<file path="src/rtl/forth_defines.svh">
/* build-wide sizes for the stack engine
   the data stack must stay the deeper of the two stacks, because depth_t is sized from it
   both depths must be powers of two no larger than 16 */
`ifndef FORTH_DEFINES_SVH
`define FORTH_DEFINES_SVH

// width of one stack cell in bits
`define FORTH_CELL_W 32

// data stack cells, including the cached top
`define FORTH_DS_DEPTH 16

// return stack cells, including the cached top
`define FORTH_RS_DEPTH 8

`endif
</file>
<file path="src/rtl/forth_pkg.sv">
/* shared types for the stack engine
   depth_t holds counts from 0 up to the data stack depth */
`include "forth_defines.svh"

package forth_pkg;

    localparam int DEPTH_W = $clog2(`FORTH_DS_DEPTH + 1); // 5 bits for 16 cells

    typedef logic [`FORTH_CELL_W-1:0] cell_t;
    typedef logic [DEPTH_W-1:0]       depth_t;

    typedef enum logic [3:0] {
        op_nop    = 4'd0,
        op_lit    = 4'd1,
        op_drop   = 4'd2,
        op_dup    = 4'd3,
        op_swap   = 4'd4,
        op_over   = 4'd5,
        op_add    = 4'd6,
        op_sub    = 4'd7,
        op_and    = 4'd8,
        op_xor    = 4'd9,
        op_to_r   = 4'd10, // >r
        op_from_r = 4'd11  // r>, codes above this are unused
    } opcode_e;

    typedef enum logic [2:0] {
        sc_none    = 3'd0,
        sc_push    = 3'd1, // old top sinks into memory
        sc_pop     = 3'd2, // top reloads from memory
        sc_set_top = 3'd3,
        sc_pop_set = 3'd4, // drop top, overwrite new top
        sc_swap    = 3'd5
    } stack_cmd_e;

endpackage

</file>
<file path="src/rtl/stack_if.sv">
/* link between the sequencer and one stack
   cmd is a one-cycle strobe, the stack acts on it at the next edge */
`timescale 1ns/1ps

interface stack_if
    import forth_pkg::*;
();

    stack_cmd_e cmd;   // sc_none when idle
    cell_t      wdata; // push value or new top

    cell_t      tos;   // registered top cell
    cell_t      nos;   // cell just below the top
    depth_t     depth; // cells held
    logic       empty;
    logic       full;

    modport master (
        output cmd,
        output wdata,
        input  tos,
        input  nos,
        input  depth,
        input  empty,
        input  full
    );

    modport slave (
        input  cmd,
        input  wdata,
        output tos,
        output nos,
        output depth,
        output empty,
        output full
    );

endinterface

</file>
<file path="src/rtl/forth_stack_core.sv">
/* stack engine top, data and return stacks plus the word sequencer
   one word per op_valid, no back-pressure, results visible the next cycle
   tos and rs_top hold stale values while their stack is empty */
`timescale 1ns/1ps

`include "forth_defines.svh"

module forth_stack_core
    import forth_pkg::*;
(
    input  logic    clk,
    input  logic    rst,
    input  logic    op_valid,
    input  opcode_e op,
    input  cell_t   lit,
    output cell_t   tos,
    output cell_t   nos,
    output depth_t  ds_depth,
    output cell_t   rs_top,
    output depth_t  rs_depth,
    output logic    err
);

    stack_if ds_if ();
    stack_if rs_if ();

    // data stack
    lifo_stack #(
        .DEPTH (`FORTH_DS_DEPTH)
    ) u_ds (
        .clk (clk),
        .rst (rst),
        .s   (ds_if.slave)
    );

    // return stack
    lifo_stack #(
        .DEPTH (`FORTH_RS_DEPTH)
    ) u_rs (
        .clk (clk),
        .rst (rst),
        .s   (rs_if.slave)
    );

    stack_sequencer u_seq (
        .clk      (clk),
        .rst      (rst),
        .op_valid (op_valid),
        .op       (op),
        .lit      (lit),
        .ds       (ds_if.master),
        .rs       (rs_if.master),
        .err      (err)
    );

    assign tos      = ds_if.tos;
    assign nos      = ds_if.nos;
    assign ds_depth = ds_if.depth;
    assign rs_top   = rs_if.tos;
    assign rs_depth = rs_if.depth;

endmodule

</file>
<file path="src/rtl/stack_sequencer.sv">
/* one word per op_valid strobe, decoded combinationally into stack commands
   words that would break either stack are dropped and flag err for one cycle */
`timescale 1ns/1ps

module stack_sequencer
    import forth_pkg::*;
(
    input  logic     clk,
    input  logic     rst,
    input  logic     op_valid,
    input  opcode_e  op,
    input  cell_t    lit,
    stack_if.master  ds,
    stack_if.master  rs,
    output logic     err
);

    stack_cmd_e ds_cmd;
    stack_cmd_e rs_cmd;
    cell_t      ds_wdata;
    cell_t      rs_wdata;
    cell_t      alu_res;
    depth_t     need_d;  // data cells the word consumes
    logic       need_r;  // word pops the return stack
    logic       grow_d;  // word pushes the data stack
    logic       grow_r;  // word pushes the return stack
    logic       legal;

    // nos op tos for the binary words
    always_comb begin
        case (op)
            op_add: begin
                alu_res = ds.nos + ds.tos;
            end
            op_sub: begin
                alu_res = ds.nos - ds.tos; // wraps modulo cell width
            end
            op_and: begin
                alu_res = ds.nos & ds.tos;
            end
            op_xor: begin
                alu_res = ds.nos ^ ds.tos;
            end
            default: begin
                alu_res = '0;
            end
        endcase
    end

    // word decode, requirements and per-stack command
    always_comb begin
        ds_cmd   = sc_none;
        rs_cmd   = sc_none;
        ds_wdata = lit;
        rs_wdata = ds.tos;
        need_d   = '0;
        need_r   = 1'b0;
        grow_d   = 1'b0;
        grow_r   = 1'b0;
        case (op)
            op_lit: begin
                ds_cmd = sc_push;
                grow_d = 1'b1;
            end
            op_drop: begin
                ds_cmd = sc_pop;
                need_d = depth_t'(1);
            end
            op_dup: begin
                ds_cmd   = sc_push;
                ds_wdata = ds.tos;
                need_d   = depth_t'(1);
                grow_d   = 1'b1;
            end
            op_over: begin
                ds_cmd   = sc_push;
                ds_wdata = ds.nos;
                need_d   = depth_t'(2);
                grow_d   = 1'b1;
            end
            op_swap: begin
                ds_cmd = sc_swap;
                need_d = depth_t'(2);
            end
            op_add, op_sub, op_and, op_xor: begin
                ds_cmd   = sc_pop_set;
                ds_wdata = alu_res;
                need_d   = depth_t'(2);
            end
            op_to_r: begin
                ds_cmd = sc_pop;
                rs_cmd = sc_push; // rs_wdata already carries tos
                need_d = depth_t'(1);
                grow_r = 1'b1;
            end
            op_from_r: begin
                ds_cmd   = sc_push;
                ds_wdata = rs.tos;
                rs_cmd   = sc_pop;
                need_r   = 1'b1;
                grow_d   = 1'b1;
            end
            default: begin
                ds_cmd = sc_none; // nop and unused codes
            end
        endcase
    end

    assign legal = (ds.depth >= need_d)
                 && !(need_r && rs.empty)
                 && !(grow_d && ds.full)
                 && !(grow_r && rs.full);

    // rejected or idle cycles leave both stacks alone
    assign ds.cmd   = (op_valid && legal) ? ds_cmd : sc_none;
    assign rs.cmd   = (op_valid && legal) ? rs_cmd : sc_none;
    assign ds.wdata = ds_wdata;
    assign rs.wdata = rs_wdata;

    always_ff @(posedge clk) begin
        if (rst) begin
            err <= 1'b0;
        end else begin
            err <= op_valid && !legal; // high the cycle after a rejected word
        end
    end

endmodule

</file>
<file path="src/rtl/lifo_stack.sv">
/* lifo with the top cell in a register and the rest in an array
   commands are obeyed unchecked, the sequencer keeps them legal
   DEPTH must be a power of two, tos is undefined while empty */
`timescale 1ns/1ps

module lifo_stack
    import forth_pkg::*;
#(
    parameter int DEPTH = 16
) (
    input logic    clk,
    input logic    rst,
    stack_if.slave s
);

    localparam int AW = $clog2(DEPTH);

    cell_t         mem [DEPTH]; // top slot never read, keeps indices in range
    cell_t         top_q;
    depth_t        count_q;     // cells held, top included
    logic [AW-1:0] below_ptr;   // where the old top goes on push
    logic [AW-1:0] nos_ptr;     // cell under the top

    // modulo AW arithmetic, so a full count wraps to the right slot
    assign below_ptr = count_q[AW-1:0] - AW'(1);
    assign nos_ptr   = count_q[AW-1:0] - AW'(2);

    // occupancy counter
    always_ff @(posedge clk) begin
        if (rst) begin
            count_q <= '0;
        end else begin
            case (s.cmd)
                sc_push: begin
                    count_q <= count_q + depth_t'(1);
                end
                sc_pop, sc_pop_set: begin
                    count_q <= count_q - depth_t'(1);
                end
                default: begin
                    count_q <= count_q; // set_top and swap keep the count
                end
            endcase
        end
    end

    // top register and cell array
    always_ff @(posedge clk) begin
        case (s.cmd)
            sc_push: begin
                if (count_q != '0) begin
                    mem[below_ptr] <= top_q; // nothing to sink when empty
                end
                top_q <= s.wdata;
            end
            sc_pop: begin
                top_q <= mem[nos_ptr];
            end
            sc_set_top, sc_pop_set: begin
                top_q <= s.wdata;
            end
            sc_swap: begin
                mem[nos_ptr] <= top_q;
                top_q        <= mem[nos_ptr];
            end
            default: begin
                top_q <= top_q;
            end
        endcase
    end

    assign s.tos   = top_q;
    assign s.nos   = mem[nos_ptr]; // async read below the top
    assign s.depth = count_q;
    assign s.empty = (count_q == '0);
    assign s.full  = (count_q == depth_t'(DEPTH));

endmodule

</file>
<file path="config.mk">
export PLATFORM = sky130hd
export DESIGN_NAME = forth_stack_core
export DESIGN_NICKNAME = d
export VERILOG_FILES = /design/src/rtl/forth_pkg.sv /design/src/rtl/stack_if.sv /design/src/rtl/forth_stack_core.sv /design/src/rtl/stack_sequencer.sv /design/src/rtl/lifo_stack.sv
export VERILOG_INCLUDE_DIRS = /design/src /design/src/rtl
export SDC_FILE = /design/constraint.sdc
export NUM_CORES = 1
export LEC_CHECK = 0
export BUFFER_PORTS_ARGS = -buffer_cell sky130_fd_sc_hd__buf_2
export CAP_MARGIN = 15
export CORE_UTILIZATION = 35
export CTS_CLUSTER_DIAMETER = 150
export CTS_CLUSTER_SIZE = 24
export DETAILED_ROUTE_END_ITERATION = 16
export GPL_TIMING_DRIVEN = 0
export PLACE_DENSITY = 0.52
export REMOVE_ABC_BUFFERS = 1
export SETUP_SLACK_MARGIN = 0.2
export SKIP_CTS_REPAIR_TIMING = 1
export SYNTH_ARGS = -nofsm -noshare
export SYNTH_HDL_FRONTEND = slang
export SYNTH_SLANG_ARGS = --single-unit
</file>
<file path="constraint.sdc">
create_clock -name clk -period 14.19 [get_ports clk]
set_input_delay 3.5475 -clock clk [delete_from_list [all_inputs] [get_ports clk]]
set_output_delay 3.5475 -clock clk [all_outputs]
set_load 0.02 [all_outputs]
</file>
Word-level counts from Yosys, hierarchy flattened
Memories as Yosys holds them, arrays and structs flattened.
Index checks and enable logic that the tools add are counted.
Storage, ports and cells
  output and inout port bits: 107
  input bits: 39
  logic and storage cells: 107
  bits in writable memories: 768
  memories: 2
  bits in registers: 75
Cells by class
  reductions and logical operators: 33
  $lt $le $gt $ge: 1
  mux-type cells: 30
  bitwise operators: 2
  eq/ne operators: 24
  add/sub/neg operators: 10
Memories
  u_ds.mem: depth 16, bits a word 32, read ports 1, clocked after Yosys merged registers in 0, wr ports 1, RTL line lifo_stack.sv:18  | cell_t mem [DEPTH];
  u_rs.mem: depth 8, bits a word 32, read ports 1, clocked after Yosys merged registers in 0, wr ports 1, RTL line lifo_stack.sv:18
Operators with widths (number)
  $pmux W32 S4: 2
  $pmux W32 S2: 2
  $mux W32: 2
  $reduce_or A32 Y1: 2
  $add A32 B32 Y32: 1
  $and A32 B32 Y32: 1
  $sub A32 B32 Y32: 1
  $xor A32 B32 Y32: 1
  $pmux W5 S2: 2
  $eq A4 B3 Y1 const B: 4
  $eq A4 B4 Y1 const B: 4
  $mux W1: 15
  $eq A3 B2 Y1 const B: 4
  $eq A3 B3 Y1 const B: 4
  $pmux W3 S4: 1
  $add A5 B1 Y5 const B: 2
  $reduce_bool A5 Y1: 2
  $reduce_or A2 Y1: 5
  $sub A5 B1 Y5 const B: 2
  $reduce_or A3 Y1: 3
  $eq A4 B2 Y1 const B: 2
  $logic_and A1 B1 Y1: 8
  $pmux W2 S2: 2
  $reduce_bool A2 Y1: 4
  other kinds (18): 24

Longest topological paths before layout
  depth after elaboration: 14
  depth in mapped cells: 22
  gate-level depth less buffers: 19

Modules after synthesis
A second synthesis with hierarchy kept.
Second synthesis, totals
  cell total of the unflattened synthesis: 2382
  area, all modules: 38027.7 um^2
By module, submodules not included
  lifo_stack at u_ds: area each 21508.1 um^2, sequential area each 16435.8 um^2, instances 1, cells an instance 928
  lifo_stack at u_rs: area each 11765.0 um^2, sequential area each 8748.4 um^2, instances 1, cells an instance 754
  stack_sequencer: area each 4754.6 um^2, sequential area each 20.0 um^2, instances 1, cells an instance 700

Least setup slack after synthesis
OpenSTA, ideal clock, no wires.
  path type: input port to flip-flop
  from: in op[0]
  to: mem u_rs.mem[2][0] in the netlist's numbering, enable pin
  stages: 13
  arrival: 7726 ps
  required time: 13729 ps
  path buffers: 2
  path slack: 6003 ps
  setup time: 461 ps
  cell sequence: buf_2 > clkbuf_1 > a21boi_0 > ha_1 > nand2b_1 > a21oi_1 > nand4b_2 > nor2_2 > nand3_1 > inv_1 > ha_1 > o211ai_1 > nor3_1
On the way
  cells in the longest elaborated chain, start to end: 14
  elaborated cells between the ends (all ways): 40
  classes of those cells: order compare (1); eq/ne (13); mux (12); reduce/logical (14)
Ends and longest elaborated chain
  start: declaration: RTL line forth_stack_core.sv:14  | input opcode_e op,
  $eq A4 B3 Y1 (tied with other cells): RTL line stack_sequencer.sv:60  | case (op)
  $reduce_or A6 Y1 (no source line) (tied with other cells)
  $pmux W2 S2 (tied with other cells): RTL line stack_sequencer.sv:60
  $ge A5 B2 Y1 (tied with other cells): RTL line stack_sequencer.sv:109  | assign legal = (ds.depth >= need_d)
  $logic_and A1 B1 Y1 / $logic_not A1 Y1 (equally long branches): RTL line stack_sequencer.sv:110, stack_sequencer.sv:111
  $logic_and A1 B1 Y1: RTL line stack_sequencer.sv:111  | && !(grow_d && ds.full)
  $logic_and A1 B1 Y1: RTL line stack_sequencer.sv:112  | && !(grow_r && rs.full);
  $logic_and A1 B1 Y1: RTL line stack_sequencer.sv:116  | assign rs.cmd = (op_valid && legal) ? rs_cmd : sc_none;
  $mux W2 *: RTL line stack_sequencer.sv:116
  $eq A3 B3 Y1: RTL line lifo_stack.sv:49  | case (s.cmd)
  $mux W1: RTL line lifo_stack.sv:49
  $mux W1 (implied by the code): RTL line lifo_stack.sv:63  | mem[nos_ptr] <= top_q;
  $reduce_or A32 Y1 (no source line)
  $mux W3 (no source line) / $mux W1 (equally long branches)
  end: declaration: RTL line lifo_stack.sv:18
Mark *: on every way between the ends. The rest lies on a longest branch, timed or not.

Final worst setup path
  from: in op[2]
  to: reg u_ds.top_q[30], in the netlist u_ds.s.tos[30], data pin
On the way
  cells in the longest elaborated chain, start to end: 12
  elaborated cells between the ends (all ways): 43
  classes of those cells: order compare (1); eq/ne (16); mux (9); reduce/logical (17)
Ends and longest elaborated chain
  $eq A4 B3 Y1 (tied with other cells): RTL line stack_sequencer.sv:60
  $reduce_or A6 Y1 (no source line) (tied with other cells)
  $pmux W2 S2 (tied with other cells): RTL line stack_sequencer.sv:60
  $ge A5 B2 Y1 (tied with other cells): RTL line stack_sequencer.sv:109
  $logic_and A1 B1 Y1 / $logic_not A1 Y1 (equally long branches): RTL line stack_sequencer.sv:110, stack_sequencer.sv:111
  $logic_and A1 B1 Y1: RTL line stack_sequencer.sv:111
  $logic_and A1 B1 Y1: RTL line stack_sequencer.sv:112
  $logic_and A1 B1 Y1: RTL line stack_sequencer.sv:115  | assign ds.cmd = (op_valid && legal) ? ds_cmd : sc_none;
  $mux W3: RTL line stack_sequencer.sv:115
  $eq A3 B1 Y1 (tied with other cells): RTL line lifo_stack.sv:49
  $reduce_or A3 Y1 (no source line) / $reduce_or A2 Y1 (equally long branches)
  $pmux W32 S2 *: RTL line lifo_stack.sv:49
  end signal: assignment: RTL line lifo_stack.sv:54  | top_q <= s.wdata;
  end signal: assignment: RTL line lifo_stack.sv:57  | top_q <= mem[nos_ptr];
  end signal: assignment: RTL line lifo_stack.sv:60  | top_q <= s.wdata;
  end: declaration: RTL line lifo_stack.sv:19  | cell_t top_q;
Marks and branches as above.
A chain may end at the register's enable or synchronous reset.

==> summary.md <==
| Metric | Value |
|---|---|
| Sequential power share | 53.3% |
| R2R Setup Slk | about 8.2 ns |
| Crit end category | flop |
| Synthesis-to-layout area growth | 12.0% |
| Comb power frac | 23.2% |
| Number of synthesized flops with an enable pin | 832 |
| Synthesized area per cell | 17.9 µm² |
| Slew HR | 21.1% |
| Cell internal pwr | about 3.9 mW |
| VDD IR max | about 0.000080 V |
| Highest Clock Rate | 0.130 GHz |
| Synthesized flop and latch total | around 840 |
| RR Startpoint | u_ds.s.depth[1]$_SDFFE_PP0P_ |
| IO Pins | between 100 and 150 |
| Pleak | roughly 13 nW |
| Dpl hpwl | 63.2 mm |
| DRT iter0 DRCs | around 1700 |
| Worst-path clk slew | between 0.1 and 0.15 ns |
| Post-route DRC | 0 |
| Area leader, netlist | edfxtp_1 |
| Initial Util | 35.4% |
| Clock root buffer | clkbuf_16 |
| Fraction of registers with async set or reset after synthesis | 0% |
| Final Hold Vio Count | 0 |
| Clock Sink Count | 843 |
| Max Slew Vio Count | 0 |
| DRT Wirelength | 94.6 mm |
| PwrDens | 137 nW/µm² |
| Syn. warnings | 0 |
| Total iterations of the first detailed-routing run | 5 |
| Kind of critical path | primary input to flop |
| Input/output buffers | 145 |
| Cts bufs inserted | 41 |
| Sequential area share after synthesis | 69.8% |
| Die height | 323 µm |
| Longest Clk Path Bufs | 3 |
| Fraction of layout cells with a size suffix above 1 | 23.3% |
| Syn Inst Count | 2013 |
| Total GRT Usage | 18.2% |
| Critical path destination | u_ds.s.tos[30]$_DFFE_PP_ |
| Die area | 104000 µm² |
| NumNets Final | about 2300 |
| Status | complete, no violations |
| Total core area | around 100000 µm² |
| Crit start category | primary input |
| Worst path max stage delay | approximately 0.63 ns |
| Setup crit start | op[2] |
| Total power draw | 5.52 mW |
| Psw | 1.65 mW |
| Clock share of power | approximately a quarter |
| Switching share of power | 29.8% |
| Clock tree from TritonCTS | done |
| WL per Instance | roughly 27 µm |
| Total global routing overflow | 0 |
| Crit path cell chain | buf_2 -> nor2b_1 -> and2_1 -> nand2_1 -> o21ai_0 -> fa_1 -> nor2b_4 -> o211ai_2 -> a31oi_1 -> or3_4 -> a221o_2 -> a31oi_4 -> o21bai_4 -> a2111oi_4 -> o31ai_2 |
| GPL Wtd Cong | 0.937 |
| Worst Path Arrival | 8.03 ns |
| Worst reg2reg endpoint | u_ds.s.tos[30]$_DFFE_PP_ |
| CTS H-tree depth | 2 |
| Slowest-stage cell, CP | and2_1 |
| Mapped cell area | 36100 µm² |
| Worst hold slack | ~0.57 ns |
| Reg2Reg Depth | 17 |
| Synth unique cells | 67 |
| Period utilization | 54.2% |
| Via/cell ratio | 5.46 |
| Initial antenna violation count | 1 |
| Synth top area share | 69.2% |
| Worst EP required | 14.52 ns |
| CP Max Fanout | 12 |
| Die W | between 300 and 400 µm |
| Setup Skew | about 0.038 ns |
| Worst min path class | flop to flop |
| Dominant synthesized flop cell | edfxtp_1 |
| Vias in the first global route | 19980 |
| Clk_lat worst skew | around 0.62 ns |
| Filler cell count | 9232 |
| Largest net degree at the start of global routing | 64 |
| RSZ-0062 raised after global routing | false |
| Transition time at the pin with the least slew margin | between 1 and 1.5 ns |
| Post-route ant nets | 0 |
| First-pass GRT wire length | 138 mm |
| Post-layout minimum cycle time | a little under 8 ns |
| MaxCap Viol Count | 0 |
| Total number of vias | 19259 |
| Final Setup Violations | 0 |
| Synth area leaders | edfxtp_1 69%, mux4_2 13%, ha_1 2.8% |
| FP Rows | between 100 and 150 |
## layout by cell type, fill, tap and decap left out, drive strengths merged, types with 5 or more instances in the layout
cell,instances
edfxtp,832
mux4,207
buf,200
a21oi,150
nor2,114
ha,81
nand2,78
o21ai,58
mux2i,55
xnor2,48
clkbuf,48
inv,29
xor2,26
a21o,20
o22ai,20
nor3,18
a222oi,15
a22o,11
a22oi,11
dfxtp,11
nand3,9
nor2b,9
o211ai,8
and2,7
and3,7
a31oi,7
a211oi,6
nand4,6
o21a,6
a221oi,5
or3,5
## worst min path at each step
| stage | end | slack, ns | cells after the start | from |
|---|---|---|---|---|
| 3_3_place_gp | u_rs.s.depth[4]$_SDFFE_PP0P_ | 0.52 | 2 | u_rs.s.depth[4]$_SDFFE_PP0P_ |
| 4_1_cts | u_rs.s.depth[4]$_SDFFE_PP0P_ | 0.59 | 2 | u_rs.s.depth[4]$_SDFFE_PP0P_ |
| 3_5_place_dp | u_rs.s.depth[4]$_SDFFE_PP0P_ | 0.56 | 2 | u_rs.s.depth[4]$_SDFFE_PP0P_ |
| 5_1_grt | u_rs.s.depth[4]$_SDFFE_PP0P_ | 0.62 | 2 | u_rs.s.depth[4]$_SDFFE_PP0P_ |
| 6_report | u_rs.s.depth[4]$_SDFFE_PP0P_ | 0.57 | 2 | u_rs.s.depth[4]$_SDFFE_PP0P_ |
| 2_1_floorplan | u_rs.s.depth[4]$_SDFFE_PP0P_ | 0.62 | 2 | u_rs.s.depth[4]$_SDFFE_PP0P_ |
## layout make-up
type / instances / area (µm²) / area share [%]
Clock buffer: 48 / 1050 / 2.60
Tap cell: 1368 / 1710 / 4.23
Inverter: 27 / 101 / 0.251
Clock inverter: 3 / 47.5 / 0.118
Antenna cell: 3 / 7.51 / 0.0186
Multi-Input combinational cell: 1038 / 10600 / 26.2
Timing Repair Buffer: 200 / 1690 / 4.18
Sequential cell: 843 / 25200 / 62.4
## Yosys cell counts, types with 3 or more instances
cell / n
nand2b_1: 4
o21ai_0: 58
nor2b_1: 8
nor3_1: 18
ha_1: 81
a222oi_1: 15
edfxtp_1: 832
nand4_1: 6
o32ai_1: 3
o22ai_1: 20
a22o_1: 11
o211ai_1: 7
and2_1: 7
dfxtp_1: 11
nand3_1: 9
a221oi_1: 5
or3_1: 4
fa_1: 3
o221ai_1: 4
mux2i_1: 55
o21a_1: 6
a21o_1: 20
a21oi_1: 150
nor3b_1: 3
xor2_1: 26
mux4_2: 207
a31oi_1: 6
nor2_1: 113
and3_1: 7
xnor2_1: 48
a22oi_1: 11
a211oi_1: 6
inv_1: 27
buf_1: 9
nand2_1: 78
clkbuf_1: 73
buf_2: 23
## sequential cells by signal, summed over array words and instances, names as in the netlist
register and cells:
u_ds.mem 512, u_rs.mem 256, u_ds.s.tos 32, u_rs.s.tos 32, u_ds.s.depth 5, u_rs.s.depth 5
u_seq.err 1
## worst max-delay path, delay by kind of cell
| family | cells | cell delay [ns] |
|---|---|---|
| adder cells (fa/ha/maj) | 1 | 0.33 |
| buffers and inverters | 1 | 0.16 |
| AO/OA/AOI/OAI | 8 | 2.09 |
| AND/OR/NAND/NOR | 5 | 1.87 |
## power groups by stage
stage / logic, mW / registers, mW / clock network [mW]
finish: 1.28 / 2.94 / 1.30
floorplan: 0.864 / 2.99 / 0
detailed placement: 1.28 / 3.00 / 0
CTS: 1.28 / 2.94 / 1.34
global route: 1.39 / 2.95 / 1.42
global placement: 1.25 / 3.05 / 0
## per-stage QoR
stage | cells | TNS [ns] | setup slack [ns] | area [µm²] | util, %
floorplan | 1908 | 0 | 2.74 | 35700 | -
global placement | 3421 | -1615.48 | -3.38 | 38100 | 37.4
detailed placement | 3474 | 0 | 5.82 | 39300 | 38.5
CTS | 3525 | 0 | 6.47 | 40400 | 39.6
global route | 3527 | 0 | 6.13 | 40400 | 39.6
finish | 3530 | 0 | 6.50 | 40400 | 39.6
## kinds of logic after synthesis
group | synth area share, %
compound gates | 6.07
simple gates | 3.41
fa+ha+maj | 2.97
xor+xnor | 1.80
flops | 69.8
buf+inv | 1.45
mux | 14.5
## metal layers
metal | share of wire, % | wire length (µm) | track usage, % | vias to the layer above
met5 | 0 | 0 | 0 | -
met4 | 1.9 | 1820 | 3.76 | 0
met3 | 4.2 | 3960 | 2.10 | 102
met2 | 51 | 48400 | 32.1 | 485
met1 | 43 | 40400 | 24.1 | 10268
li1 | - | - | - | 8404
Power figures use the tool's default switching activity.
